**src/source/board_pkg.sv**
```systemverilog
//----------------------------------------------------------------------
// Shared definitions of the game input path: widths, OSD status bit
// positions, joystick bit layout and the per-player state struct
//----------------------------------------------------------------------
`default_nettype none

package board_pkg;

    // One joystick word holds four directions and six buttons
    localparam int JOY_W       = 10;
    localparam int NUM_PLAYERS = 4;

    // OSD status word from the board firmware
    localparam int STATUS_W = 64;

    localparam int STATUS_PAUSE_BIT    = 1;
    localparam int STATUS_FLIP_BIT     = 2;
    localparam int STATUS_TEST_BIT     = 10;
    localparam int STATUS_AUTOFIRE_BIT = 18;

    // Direction bits
    localparam int JOY_RIGHT = 0;
    localparam int JOY_LEFT  = 1;
    localparam int JOY_DOWN  = 2;
    localparam int JOY_UP    = 3;

    // First button, the others follow up to bit 9
    localparam int JOY_BTN0 = 4;

    // Game side view of one player, active high
    typedef struct packed {
        logic [JOY_W-1:0] joy;
        logic             coin;
        logic             start;
    } player_state_t;

endpackage

`default_nettype wire

```
**src/source/player_if.sv**
```systemverilog
//----------------------------------------------------------------------
// One player's synchronised raw inputs and the frame tick, from the
// sampler to the player channel
//----------------------------------------------------------------------
`timescale 1ns/100ps
`default_nettype none

interface player_if;
    import board_pkg::*;

    logic [JOY_W-1:0] board_joy;
    logic [JOY_W-1:0] key_joy;
    logic             coin;
    logic             start;
    // Single cycle pulse once per frame
    logic             frame_tick;

    modport source (
        output board_joy, key_joy, coin, start, frame_tick
    );

    modport sink (
        input board_joy, key_joy, coin, start, frame_tick
    );

endinterface

`default_nettype wire

```
**src/source/board_inputs.sv**
```systemverilog
//----------------------------------------------------------------------
// Game input path top level: sampler, OSD decode, one channel per
// player and the output mapper, with plain board and game ports
//----------------------------------------------------------------------
`timescale 1ns/100ps
`default_nettype none

module board_inputs #(
    parameter int ACTIVE_LOW = 1
) (
    input  logic                              clk_sys,
    input  logic                              rst,
    input  logic                              vs,
    input  logic                              downloading,
    input  logic [board_pkg::JOY_W-1:0]       board_joystick1,
    input  logic [board_pkg::JOY_W-1:0]       board_joystick2,
    input  logic [board_pkg::JOY_W-1:0]       board_joystick3,
    input  logic [board_pkg::JOY_W-1:0]       board_joystick4,
    input  logic [board_pkg::JOY_W-1:0]       key_joystick1,
    input  logic [board_pkg::JOY_W-1:0]       key_joystick2,
    input  logic [board_pkg::JOY_W-1:0]       key_joystick3,
    input  logic [board_pkg::JOY_W-1:0]       key_joystick4,
    input  logic [board_pkg::NUM_PLAYERS-1:0] board_coin,
    input  logic [board_pkg::NUM_PLAYERS-1:0] board_start,
    input  logic [board_pkg::STATUS_W-1:0]    status,
    input  logic                              key_pause,
    output logic [board_pkg::JOY_W-1:0]       game_joystick1,
    output logic [board_pkg::JOY_W-1:0]       game_joystick2,
    output logic [board_pkg::JOY_W-1:0]       game_joystick3,
    output logic [board_pkg::JOY_W-1:0]       game_joystick4,
    output logic [board_pkg::NUM_PLAYERS-1:0] game_coin,
    output logic [board_pkg::NUM_PLAYERS-1:0] game_start,
    output logic                              dip_pause,
    output logic                              dip_test
);
    import board_pkg::*;

    logic [JOY_W-1:0] board_joy [NUM_PLAYERS];
    logic [JOY_W-1:0] key_joy [NUM_PLAYERS];
    logic [JOY_W-1:0] game_joy [NUM_PLAYERS];
    player_state_t    states [NUM_PLAYERS];
    logic             flip;
    logic             autofire_en;
    logic             test;
    logic             game_pause;

    player_if players [NUM_PLAYERS] ();

    // Board ports into per-player arrays
    assign board_joy[0] = board_joystick1;
    assign board_joy[1] = board_joystick2;
    assign board_joy[2] = board_joystick3;
    assign board_joy[3] = board_joystick4;

    assign key_joy[0] = key_joystick1;
    assign key_joy[1] = key_joystick2;
    assign key_joy[2] = key_joystick3;
    assign key_joy[3] = key_joystick4;

    assign game_joystick1 = game_joy[0];
    assign game_joystick2 = game_joy[1];
    assign game_joystick3 = game_joy[2];
    assign game_joystick4 = game_joy[3];

    input_sampler i_sampler (
        .clk_sys     (clk_sys),
        .rst         (rst),
        .vs          (vs),
        .downloading (downloading),
        .board_joy   (board_joy),
        .key_joy     (key_joy),
        .board_coin  (board_coin),
        .board_start (board_start),
        .players     (players)
    );

    osd_dip_decode i_dip (
        .clk_sys     (clk_sys),
        .rst         (rst),
        .status      (status),
        .key_pause   (key_pause),
        .flip        (flip),
        .autofire_en (autofire_en),
        .test        (test),
        .game_pause  (game_pause)
    );

    for (genvar p = 0; p < NUM_PLAYERS; p++) begin : g_player
        player_channel i_channel (
            .clk_sys     (clk_sys),
            .rst         (rst),
            .raw         (players[p]),
            .flip        (flip),
            .autofire_en (autofire_en),
            .state       (states[p])
        );
    end

    game_port_mapper #(
        .ACTIVE_LOW (ACTIVE_LOW)
    ) i_mapper (
        .clk_sys    (clk_sys),
        .rst        (rst),
        .states     (states),
        .game_pause (game_pause),
        .test       (test),
        .game_joy   (game_joy),
        .game_coin  (game_coin),
        .game_start (game_start),
        .dip_pause  (dip_pause),
        .dip_test   (dip_test)
    );

endmodule

`default_nettype wire

```
**src/source/game_port_mapper.sv**
```systemverilog
//----------------------------------------------------------------------
// Game port mapper: registers the player states and the DIP flags and
// drives them at the polarity the game core expects
//----------------------------------------------------------------------
`timescale 1ns/100ps
`default_nettype none

module game_port_mapper #(
    parameter int ACTIVE_LOW = 1
) (
    input  logic                              clk_sys,
    input  logic                              rst,
    input  board_pkg::player_state_t          states [board_pkg::NUM_PLAYERS],
    input  logic                              game_pause,
    input  logic                              test,
    output logic [board_pkg::JOY_W-1:0]       game_joy [board_pkg::NUM_PLAYERS],
    output logic [board_pkg::NUM_PLAYERS-1:0] game_coin,
    output logic [board_pkg::NUM_PLAYERS-1:0] game_start,
    output logic                              dip_pause,
    output logic                              dip_test
);
    import board_pkg::*;

    localparam bit                     INV      = (ACTIVE_LOW != 0);
    localparam logic [JOY_W-1:0]       JOY_IDLE = {JOY_W{INV}};
    localparam logic [NUM_PLAYERS-1:0] BIT_IDLE = {NUM_PLAYERS{INV}};

    logic any_active;
    logic outputs_idle;

    always_ff @(posedge clk_sys) begin
        if (rst) begin
            for (int p = 0; p < NUM_PLAYERS; p++) begin
                game_joy[p] <= JOY_IDLE;
            end
            game_coin  <= BIT_IDLE;
            game_start <= BIT_IDLE;
            dip_pause  <= 1'b0;
            dip_test   <= 1'b0;
        end else begin
            // XOR with the idle level gives the game polarity
            for (int p = 0; p < NUM_PLAYERS; p++) begin
                game_joy[p]   <= states[p].joy ^ JOY_IDLE;
                game_coin[p]  <= states[p].coin ^ INV;
                game_start[p] <= states[p].start ^ INV;
            end
            dip_pause <= game_pause;
            dip_test  <= test;
        end
    end

    // Idle detection for the polarity check
    always_comb begin
        any_active   = 1'b0;
        outputs_idle = (game_coin == BIT_IDLE) && (game_start == BIT_IDLE);
        for (int p = 0; p < NUM_PLAYERS; p++) begin
            any_active   = any_active | (|states[p]);
            outputs_idle = outputs_idle && (game_joy[p] == JOY_IDLE);
        end
    end

    assert property (@(posedge clk_sys) disable iff (rst) !any_active |=> outputs_idle)
        else $error("game outputs not at the inactive level with no input active");

endmodule

`default_nettype wire

```
**src/source/input_sampler.sv**
```systemverilog
//----------------------------------------------------------------------
// Board input sampler: two-flop synchroniser, keyboard alignment
// stage, vertical sync edge detector and download lock
//----------------------------------------------------------------------
`timescale 1ns/100ps
`default_nettype none

module input_sampler (
    input  logic                              clk_sys,
    input  logic                              rst,
    input  logic                              vs,
    input  logic                              downloading,
    input  logic [board_pkg::JOY_W-1:0]       board_joy [board_pkg::NUM_PLAYERS],
    input  logic [board_pkg::JOY_W-1:0]       key_joy [board_pkg::NUM_PLAYERS],
    input  logic [board_pkg::NUM_PLAYERS-1:0] board_coin,
    input  logic [board_pkg::NUM_PLAYERS-1:0] board_start,
    player_if.source                          players [board_pkg::NUM_PLAYERS]
);
    import board_pkg::*;

    logic [JOY_W-1:0]       joy_meta [NUM_PLAYERS];
    logic [JOY_W-1:0]       joy_sync [NUM_PLAYERS];
    logic [JOY_W-1:0]       key_q [NUM_PLAYERS];
    logic [JOY_W-1:0]       key_sync [NUM_PLAYERS];
    logic [NUM_PLAYERS-1:0] coin_meta;
    logic [NUM_PLAYERS-1:0] coin_sync;
    logic [NUM_PLAYERS-1:0] start_meta;
    logic [NUM_PLAYERS-1:0] start_sync;
    logic                   vs_meta;
    logic                   vs_sync;
    logic                   vs_last;
    logic                   frame_tick;

    // Second stage carries the download lock, keyboard shares it
    // so both sources arrive on the same cycle
    always_ff @(posedge clk_sys) begin
        if (rst) begin
            for (int p = 0; p < NUM_PLAYERS; p++) begin
                joy_meta[p] <= '0;
                joy_sync[p] <= '0;
                key_q[p]    <= '0;
                key_sync[p] <= '0;
            end
            coin_meta  <= '0;
            coin_sync  <= '0;
            start_meta <= '0;
            start_sync <= '0;
        end else begin
            for (int p = 0; p < NUM_PLAYERS; p++) begin
                joy_meta[p] <= board_joy[p];
                key_q[p]    <= key_joy[p];
                joy_sync[p] <= downloading ? '0 : joy_meta[p];
                key_sync[p] <= downloading ? '0 : key_q[p];
            end
            coin_meta  <= board_coin;
            start_meta <= board_start;
            coin_sync  <= downloading ? '0 : coin_meta;
            start_sync <= downloading ? '0 : start_meta;
        end
    end

    // Frame tick from the rising edge of the synchronised vs
    always_ff @(posedge clk_sys) begin
        if (rst) begin
            vs_meta    <= 1'b0;
            vs_sync    <= 1'b0;
            vs_last    <= 1'b0;
            frame_tick <= 1'b0;
        end else begin
            vs_meta    <= vs;
            vs_sync    <= vs_meta;
            vs_last    <= vs_sync;
            frame_tick <= vs_sync & ~vs_last;
        end
    end

    for (genvar p = 0; p < NUM_PLAYERS; p++) begin : g_drive
        assign players[p].board_joy  = joy_sync[p];
        assign players[p].key_joy    = key_sync[p];
        assign players[p].coin       = coin_sync[p];
        assign players[p].start      = start_sync[p];
        assign players[p].frame_tick = frame_tick;
    end

    // Channels count each tick as one frame
    assert property (@(posedge clk_sys) disable iff (rst) frame_tick |=> !frame_tick)
        else $error("frame_tick high on two consecutive cycles");

endmodule

`default_nettype wire

```
**src/source/osd_dip_decode.sv**
```systemverilog
//----------------------------------------------------------------------
// OSD status decoding into flip, autofire, test and pause, with the
// keyboard pause toggle
//----------------------------------------------------------------------
`timescale 1ns/100ps
`default_nettype none

module osd_dip_decode (
    input  logic                           clk_sys,
    input  logic                           rst,
    input  logic [board_pkg::STATUS_W-1:0] status,
    input  logic                           key_pause,
    output logic                           flip,
    output logic                           autofire_en,
    output logic                           test,
    output logic                           game_pause
);
    import board_pkg::*;

    logic osd_pause;
    logic pause_toggle;

    always_ff @(posedge clk_sys) begin
        if (rst) begin
            flip         <= 1'b0;
            autofire_en  <= 1'b0;
            test         <= 1'b0;
            osd_pause    <= 1'b0;
            pause_toggle <= 1'b0;
        end else begin
            flip        <= status[STATUS_FLIP_BIT];
            autofire_en <= status[STATUS_AUTOFIRE_BIT];
            test        <= status[STATUS_TEST_BIT];
            osd_pause   <= status[STATUS_PAUSE_BIT];
            // One toggle per keyboard pause pulse
            if (key_pause) begin
                pause_toggle <= ~pause_toggle;
            end
        end
    end

    // OSD pause wins over the keyboard state
    assign game_pause = pause_toggle | osd_pause;

endmodule

`default_nettype wire

```
**src/source/player_channel.sv**
```systemverilog
//----------------------------------------------------------------------
// Per-player channel: board and keyboard merge, flip mirroring of the
// directions and autofire on button 0
//----------------------------------------------------------------------
`timescale 1ns/100ps
`default_nettype none

module player_channel (
    input  logic                    clk_sys,
    input  logic                    rst,
    player_if.sink                  raw,
    input  logic                    flip,
    input  logic                    autofire_en,
    output board_pkg::player_state_t state
);
    import board_pkg::*;

    logic [JOY_W-1:0] merged;
    logic [JOY_W-1:0] mirrored;
    logic             held;
    logic             fire_on;
    logic             phase;

    assign merged  = raw.board_joy | raw.key_joy;
    assign held    = merged[JOY_BTN0];
    assign fire_on = autofire_en & held;

    always_comb begin
        mirrored = merged;
        // Flipped screen turns the stick round
        if (flip) begin
            mirrored[JOY_RIGHT] = merged[JOY_LEFT];
            mirrored[JOY_LEFT]  = merged[JOY_RIGHT];
            mirrored[JOY_DOWN]  = merged[JOY_UP];
            mirrored[JOY_UP]    = merged[JOY_DOWN];
        end
        mirrored[JOY_BTN0] = held & (phase | ~autofire_en);
    end

    // Autofire phase, parked at 1 so a fresh press fires at once
    always_ff @(posedge clk_sys) begin
        if (rst) begin
            phase <= 1'b1;
        end else if (!fire_on) begin
            phase <= 1'b1;
        end else if (raw.frame_tick) begin
            phase <= ~phase;
        end
    end

    always_ff @(posedge clk_sys) begin
        if (rst) begin
            state <= '0;
        end else begin
            state.joy   <= mirrored;
            state.coin  <= raw.coin;
            state.start <= raw.start;
        end
    end

    // Released button rearms the phase for the next press
    assert property (@(posedge clk_sys) disable iff (rst) !held |=> phase)
        else $error("autofire phase not rearmed after release");

endmodule

`default_nettype wire

```
**config.mk**
```make
export PLATFORM = sky130hd
export DESIGN_NAME = board_inputs
export DESIGN_NICKNAME = d
export VERILOG_FILES = /design/src/source/board_pkg.sv /design/src/source/player_if.sv /design/src/source/board_inputs.sv /design/src/source/game_port_mapper.sv /design/src/source/input_sampler.sv /design/src/source/osd_dip_decode.sv /design/src/source/player_channel.sv
export SDC_FILE = /design/constraint.sdc
export NUM_CORES = 1
export LEC_CHECK = 0
export BUFFER_PORTS_ARGS = -buffer_cell sky130_fd_sc_hd__buf_2
export CAP_MARGIN = 20
export CORE_MARGIN = 3
export CORE_UTILIZATION = 35
export CTS_CLUSTER_SIZE = 16
export DETAILED_ROUTE_END_ITERATION = 8
export GPL_ROUTABILITY_DRIVEN = 0
export GPL_TIMING_DRIVEN = 0
export PLACE_DENSITY = 0.71
export SYNTH_ARGS = -nofsm -noshare
export SYNTH_HDL_FRONTEND = slang
export SYNTH_SLANG_ARGS = --single-unit
```
**constraint.sdc**
```tcl
create_clock -name clk_sys -period 0.99 [get_ports clk_sys]
set_clock_uncertainty 0.05 [all_clocks]
set_input_delay 0.099 -clock clk_sys [delete_from_list [all_inputs] [get_ports clk_sys]]
set_output_delay 0.099 -clock clk_sys [all_outputs]
set_load 0.005 [all_outputs]
```
# --- Word level (Yosys, flattened, before mapping) ---
# Memory sizes are Yosys's and may differ from the RTL's.
# Index checks and enable logic that the tools add are counted.
classes:
  muxes: 31
  n_bitwise: 57
  reduce_logical: 5
op_table:
  columns: ["operator", "n"]
  rows:
  - ["10-bit 2-to-1 mux", 24]
  - ["10-bit inverter", 4]
  - ["10-bit bitwise OR", 4]
  - ["1-bit bitwise OR", 21]
  - ["1-bit inverter", 19]
  - ["4-bit 2-to-1 mux", 4]
  - ["2-bit OR reduction", 5]
  - ["1-bit bitwise AND", 9]
  - ["1-bit 2-to-1 mux", 3]
word_totals:
  regBits: 127
  mem_bits_rw: 160
  in_bits: 157
  out_inout_bits: 50
  elab_cells: 134
  memories: 4
memory_table:
  columns: ["memory", "depth", "width", "read_ports", "rd_clocked_by_memory_dff", "write_ports", "line_no", "source"]
  rows:
  - ["i_sampler.joy_meta", 4, 10, 4, 0, 4, "input_sampler.sv:21", "logic [JOY_W-1:0] joy_meta [NUM_PLAYERS];"]
  - ["i_sampler.joy_sync", 4, 10, 4, 0, 4, "input_sampler.sv:22", "logic [JOY_W-1:0] joy_sync [NUM_PLAYERS];"]
  - ["i_sampler.key_q", 4, 10, 4, 0, 4, "input_sampler.sv:23", "logic [JOY_W-1:0] key_q [NUM_PLAYERS];"]
  - ["i_sampler.key_sync", 4, 10, 4, 0, 4, "input_sampler.sv:24", "logic [JOY_W-1:0] key_sync [NUM_PLAYERS];"]

# --- Longest topological paths before layout ---
# Gate-level depths: netlist of the first run.
depth:
  word_depth: 4
  mapped_depth: 5
  mapped_depth_nobuf: 2

# --- Hierarchy ---
# Synthesis of the first run repeated with hierarchy kept, for this count alone.
hier_totals:
  cells_unflattened: 674
  area_unflattened_um2: 8645.8
by_module_without_submodules:
  columns: ["module", "instances", "cells_per_inst", "area_each_um2", "seq_area_each_um2"]
  rows:
  - ["input_sampler", 1, 393, 5546.6, 3603.5]
  - ["player_channel", 4, 41, 404.1, 260.2]
  - ["game_port_mapper", 1, 105, 1338.8, 1001.0]
  - ["osd_dip_decode", 1, 12, 143.9, 100.1]

# --- Worst setup path after synthesis of the first run ---
# No wires, ideal clock.
synth_path:
  path_kind: "register to register"
  start: "register i_dip.flip"
  end: "register g_player[0].i_channel.state[2] (netlist name)"
  setup_time_ns: 0.073
  t_arrival_ns: 0.895
  required_time_ns: 0.867
  path_slack_ns: -0.027
  path_stages_with_launch: 5
  path_buffers: 2
  synth_period_minus_slack_ns: 1.017
  path_cell_list: "dfxtp_1 -> or2_1 -> buf_6 -> buf_6 -> o22ai_2"
synth_via:
  elab_chain_cells: 1
synth_lines:
  columns: ["element", "line_no", "source"]
  rows:
  - ["from (decl)", "osd_dip_decode.sv:13", "output logic flip,"]
  - ["from (signal assigned)", "osd_dip_decode.sv:31", "flip <= status[STATUS_FLIP_BIT];"]
  - ["4-bit 2-to-1 mux", "player_channel.sv:31", "if (flip) begin"]
  - ["to (decl)", "player_channel.sv:14", "output board_pkg::player_state_t state"]
# No other way between the ends.
# A chain may end at the register's enable or synchronous reset.

# --- Worst setup path after layout of the first run ---
layout_path:
  start: "register i_mapper.game_joy[31] (netlist name)"
  end: "output game_joystick1[1] (netlist name)"
layout_rtl:
  columns: ["element", "line_no", "source"]
  rows:
  - ["from (decl)", "game_port_mapper.sv:16", "output logic [board_pkg::JOY_W-1:0] game_joy [board_pkg::NUM_PLAYERS],"]
  - ["from (signal, indexed assignment)", "game_port_mapper.sv:43", "game_joy[p] <= states[p].joy ^ JOY_IDLE;"]
  - ["to (decl)", "board_inputs.sv:27", "output logic [board_pkg::JOY_W-1:0] game_joystick1,"]
# No word-level cell between the ends.

==> results of run 1 <==
## metal layers
metal  track usage  share of wire
met5             0              0
met4        0.0467          0.023
met3        0.0252          0.048
met2         0.247           0.50
met1         0.171           0.43
## cell usage after synthesis
cell type and count:
o22ai_2 1, clkbuf_1 16, buf_2 12, nand3b_1 4, nand2b_1 49, buf_1 1, xnor2_1 5, nor2_4 1
or2_1 1, dfxtp_1 287, buf_6 3, and2_1 88, nor2_1 63, nor3_1 4, clkbuf_2 2, nor2b_1 110
o22ai_1 15
## metrics by stage
step	hold slack (ns)	setup WS (ns)	TNS, ns	total power, W	cells
detailed placement	0.261	-0.472	-68.90	0.0132	1088
CTS	0.0122	-0.158	-7.31	0.0245	1237
global route	0.0294	-0.168	-8.61	0.0251	1237
finish	0.0301	-0.129	-5.85	0.0242	1237
floorplan	0.177	-0.00920	-0.00920	0.0128	662
global placement	0.260	-0.491	-68.06	0.0132	1088
## power breakdown
group	leakage, nW	switching (W)	internal (W)
clock	0.467	0.00440	0.00646
sequential	2.34	0.0000969	0.0120
combinational	1.77	0.000550	0.000756
## kinds of logic after synthesis
kind of cell | count (synthesis) | synth area share
simple gates | 320 | 0.234
flops | 287 | 0.726
buf+inv | 34 | 0.0212
compound gates | 16 | 0.0134
xor+xnor | 5 | 0.00553
## worst min-delay path by stage
stage,to,start,cells past startpoint
final,g_player[2].i_channel.state[3],rst,4
after CTS,g_player[1].i_channel.state[3],rst,4
after global placement,i_sampler.joy_meta[2][8],board_joystick3[8],2
after detailed placement,i_sampler.joy_meta[3][3],board_joystick4[3],2
after floorplan,i_dip.autofire_en,status[18],1
after global routing,g_player[2].i_channel.state[3],rst,4
## cell type report
| type | count | area, sq um | share of cell area |
|---|---|---|---|
| flip-flops and latches | 287 | 5780 | 0.513 |
| multi-input cells | 341 | 2120 | 0.189 |
| repair buffers | 245 | 1840 | 0.164 |
| clock buffers | 34 | 785 | 0.0697 |
| well taps | 280 | 350 | 0.0311 |
| clock inverters | 18 | 191 | 0.0170 |
| plain buffers | 32 | 184 | 0.0163 |
## flip-flops by register name, summed over array words and instances (netlist names), 40 cells and up
| register | flops |
|---|---|
| g_player.i_channel.state | 48 |
| i_mapper.game_joy | 40 |
| i_sampler.joy_meta | 40 |
| i_sampler.joy_sync | 40 |
| i_sampler.key_q | 40 |
| i_sampler.key_sync | 40 |
## timing repair
action,CTS,global route
pin swaps,7,0
resized for setup,36,29
setup buffers,3,0
hold endpoints to repair,96,0
cloned,1,0
setup endpoints to repair,70,70
hold buffers,95,0
==> metrics, run 1 <==
Setup Viol. Count Final=66; crit end category=primary output; worst flop-to-flop path endpoint=g_player[0].i_channel.state[4]; initial core utilization=0.359; commonest non-fill, non-tap cell in the layout=dfxtp_1; Num CTS Buffers=28; Reg2Reg Depth=4; Layout Nets=1092; crit-path leading delay family=flip-flops; Slew @ Worst Pin=0.622 ns; Final Max Tran Viols=0; worst skew pair latency=0.53 ns; CP Max Fanout=1; TritonCTS sink count=between 200 and 300; DP Wirelength=~11000 um; worst-path cell chain=buf_2; H-tree depth=1; post-DR wirelength/cell=roughly 14 um; die width=about 160 um; cell taking the most area after synthesis=dfxtp_1; max_slew headroom=0.585; minimum clock period=1.12 ns; CTS tree=yes; sequential fraction of the synthesis area=0.726; CP Class=register to primary output; Critical Path AT=0.97 ns; syn_nets=between 800 and 900; core area=approximately 22000 sq um; Die Height=approximately 160 um; VDD IR-drop max=roughly 1.5 mV; Crit-path slowest cell=dfxtp_2; critical path endpoint=game_joystick1[1]; pwr/cell area=~2200 nW/um^2; total wire length=approximately 17000 um; Critical path buffers and inverters=1; crit share post-route=1.13; commonest non-fill, non-tap cells in the layout=263 x dfxtp_1, 143 x buf_2, 109 x nor2b_1; remaining antenna violation count=0; Mapped Cells=about 660; RSZ-0062 raised after global routing=true; violated checks=setup timing; crit-path max cell delay=~0.33 ns; synth unique cells=17; I/O Buffers=about 150; Area after DPL=between 8000 and 9000 sq um; Worst path depth=1; status=finished with violations; final core occ=0.511; share of cells above drive strength 1=0.273; Yosys reg bits=around 290; Inserted Diodes=0; Yosys warning total=0; largest cells by area after synthesis=dfxtp_1 73%, nor2b_1 8.7%, and2_1 7.0%; row count=54; Clock Tree Root=clkbuf_16; # IOs=roughly 210; largest net degree at the start of global routing=16; maxcap violations=0; global-route wire length before repair=between 20000 and 30000 um; syn avg cell area=roughly 12 sq um; fmax=roughly 890 MHz; routed vias/inst=around 4.1; die area=about 24000 sq um; Fillers=1895; worst setup path startpoint=i_mapper.game_joy[31]; P&R area growth vs syn=42.2%; DRT iter0 DRCs=140; Setup WS post-layout=-0.129 ns; TritonRoute pass-1 iters=4; Hold Crit Class=input port to register; initial antenna violation count=0; vias in the first global route=slightly above 5000; final instance area=11300 sq um; Lkg Pwr=4.58 nW; CP Launch Type=register; Hold Vio Cnt, Final=0; Total Routing Usage GR=0.139; clock-pin transition on the worst setup and hold timing paths=0.06 ns; vias=between 5000 and 6000; Worst R2R Start=i_dip.flip; reg-to-reg slack, setup=-0.08 ns; worst path required time=0.84 ns; global route total overflow=0; DRC violations left=0; top-area cell type share of the netlist area=0.726; CTS Buffer Depth=3; Synth Cell Area=~8000 sq um
Power figures use the tool's default switching activity.
==> run 2, diff against run 1 <==
- BUFFER_PORTS_ARGS: -buffer_cell sky130_fd_sc_hd__buf_2 -> -buffer_cell sky130_fd_sc_hd__clkbuf_2
==> metrics, run 2 (synthesis results as in run 1) <==
Finished Layout Cells=1239 (+0.16%); die width=156 um (unchanged); Placed Cells=1088 (unchanged); core area=22000 sq um (unchanged); DP Wirelength=10900 um (+0.74%); global route total overflow=0 (unchanged); Total Routing Usage GR=0.141 (+0.00150); global-route wire length before repair=26500 um (+0.76%); vias=5042 (+0.52%); Lkg Pwr=4.65 nW (+1.3%); initial core utilization=0.359 (unchanged); Largest register FFs=48 (unchanged); total wire length=17400 um (about the same); Biggest register=g_player.i_channel.state; DRC violations left=0 (unchanged); worst flop-to-flop path endpoint=g_player[0].i_channel.state[5]; clock-pin transition on the worst setup and hold timing paths=0.06 ns (about the same); H-tree depth=1 (unchanged); WHS Path Cells=4 (unchanged); fmax=899 MHz (+0.55%); Slew @ Worst Pin=0.611 ns (-0.0113 ns); crit end category=primary output; remaining antenna violation count=0 (unchanged); CP Max Fanout=1 (unchanged); worst-path cell chain=clkbuf_2; Final Max Tran Viols=0 (unchanged); Fillers=1882 (-0.69%); Num CTS Buffers=29 (+3.6%); reg-to-reg slack, setup=-0.09 ns (about the same); Area after DPL=9000 sq um (unchanged); CP Class=register to primary output; HP Start=downloading; CTS tree=yes; share of cells above drive strength 1=0.283 (+0.0102); Worst R2R Start=i_dip.flip; status=finished with violations; Crit-path slowest cell=dfxtp_2; Reg2Reg Depth=4 (unchanged); initial antenna violation count=0 (unchanged); max_slew headroom=0.593 (+0.00757); Hold EP=i_sampler.key_sync[0][9]; Hold Vio Cnt, Final=0 (unchanged); CTS Buffer Depth=3 (unchanged); TritonCTS sink count=287 (unchanged); RSZ-0062 raised after global routing=true; pwr/cell area=2200 nW/um^2 (+2.2%); vias in the first global route=5179 (+1.9%); Layout Nets=1093 (+0.092%); row count=54 (unchanged); I/O Buffers=146 (unchanged); violated checks=setup timing; maxcap violations=0 (unchanged); commonest non-fill, non-tap cell in the layout=dfxtp_1; Hold Crit Class=input port to register; Clock Tree Root=clkbuf_16; Setup Viol. Count Final=66 (unchanged); routed vias/inst=4.07 (+0.36%); DRT iter0 DRCs=118 (-16%); VDD IR-drop max=1.31 mV (-15%); worst skew pair latency=0.53 ns (about the same); Critical Path AT=0.96 ns (about the same); crit-path max cell delay=0.33 ns (about the same); Setup WS post-layout=-0.123 ns (+0.00613 ns); TritonRoute pass-1 iters=4 (unchanged); die area=24400 sq um (unchanged); final instance area=11300 sq um (+0.24%); Die Height=156 um (unchanged); multi-input logic area=2120 sq um (-0.35%); CP Launch Type=register; Critical path buffers and inverters=1 (unchanged); worst path required time=0.84 ns (about the same); largest net degree at the start of global routing=15 (-1); # IOs=207 (unchanged); commonest non-fill, non-tap cells in the layout=251 x dfxtp_1, 123 x clkbuf_2, 109 x nor2b_1; post-DR wirelength/cell=14.0 um (about the same); minimum clock period=1.11 ns (-0.00613 ns); Seq. cell area=5790 sq um (+0.26%); crit share post-route=1.12 (-0.00619); P&R area growth vs syn=42.6%; crit-path leading delay family=flip-flops
==> run 2: report_power, final <==
group	internal, W	switching (W)	leakage, nW
clock network	0.00707	0.00438	0.501
logic	0.000744	0.000551	1.81
registers	0.0120	0.0000990	2.34
total	0.0198	0.00503	4.65
==> run 2: metal layers <==
metal / up-vias / share of wire / track usage
met1: 2303 / 0.42 / 0.167
li1: 2579 / - / -
met4: 0 / 0.028 / 0.0467
met3: 40 / 0.041 / 0.0252
met5: - / 0 / 0
met2: 120 / 0.51 / 0.256
==> run 2: per-stage QoR <==
stage / total power, W / util / worst slack, ns / hold slack [ns] / setup TNS (ns)
floorplan: 0.0128 / - / -0.00920 / 0.177 / -0.00920
global placement: 0.0132 / 0.408 / -0.480 / 0.261 / -66.87
detailed placement: 0.0132 / 0.408 / -0.469 / 0.264 / -65.22
CTS: 0.0251 / 0.505 / -0.168 / 0.0458 / -7.65
global route: 0.0257 / 0.512 / -0.165 / 0.105 / -8.98
finish: 0.0248 / 0.512 / -0.123 / 0.0920 / -6.06
==> run 2: timing repair <==
action	in CTS	in global routing
hold endpoints to repair	96	5
buffers inserted	2	0
resized for setup	37	58
gates cloned	1	0
endpoints found under the setup margin	70	70
pin swaps	7	0
hold buffers	95	1
==> run 2: cell type report <==
cell class,instances,area share
diodes,1,0.000222
plain buffers,32,0.0155
clock buffers,37,0.0714
clock inverters,16,0.0199
multi-input cells,341,0.188
flip-flops and latches,287,0.513
well taps,280,0.0311
repair buffers,245,0.161
==> run 2: worst max path at each step <==
stage,to,from,cells after the start
CTS,game_joystick2[0],i_mapper.game_joy[20],1
finish,game_joystick3[9],i_mapper.game_joy[19],1
detailed placement,i_sampler.joy_sync[3][6],rst,6
floorplan,g_player[0].i_channel.state[2],i_dip.flip,4
global placement,i_sampler.joy_sync[3][0],rst,6
global route,game_joystick2[0],i_mapper.game_joy[20],1
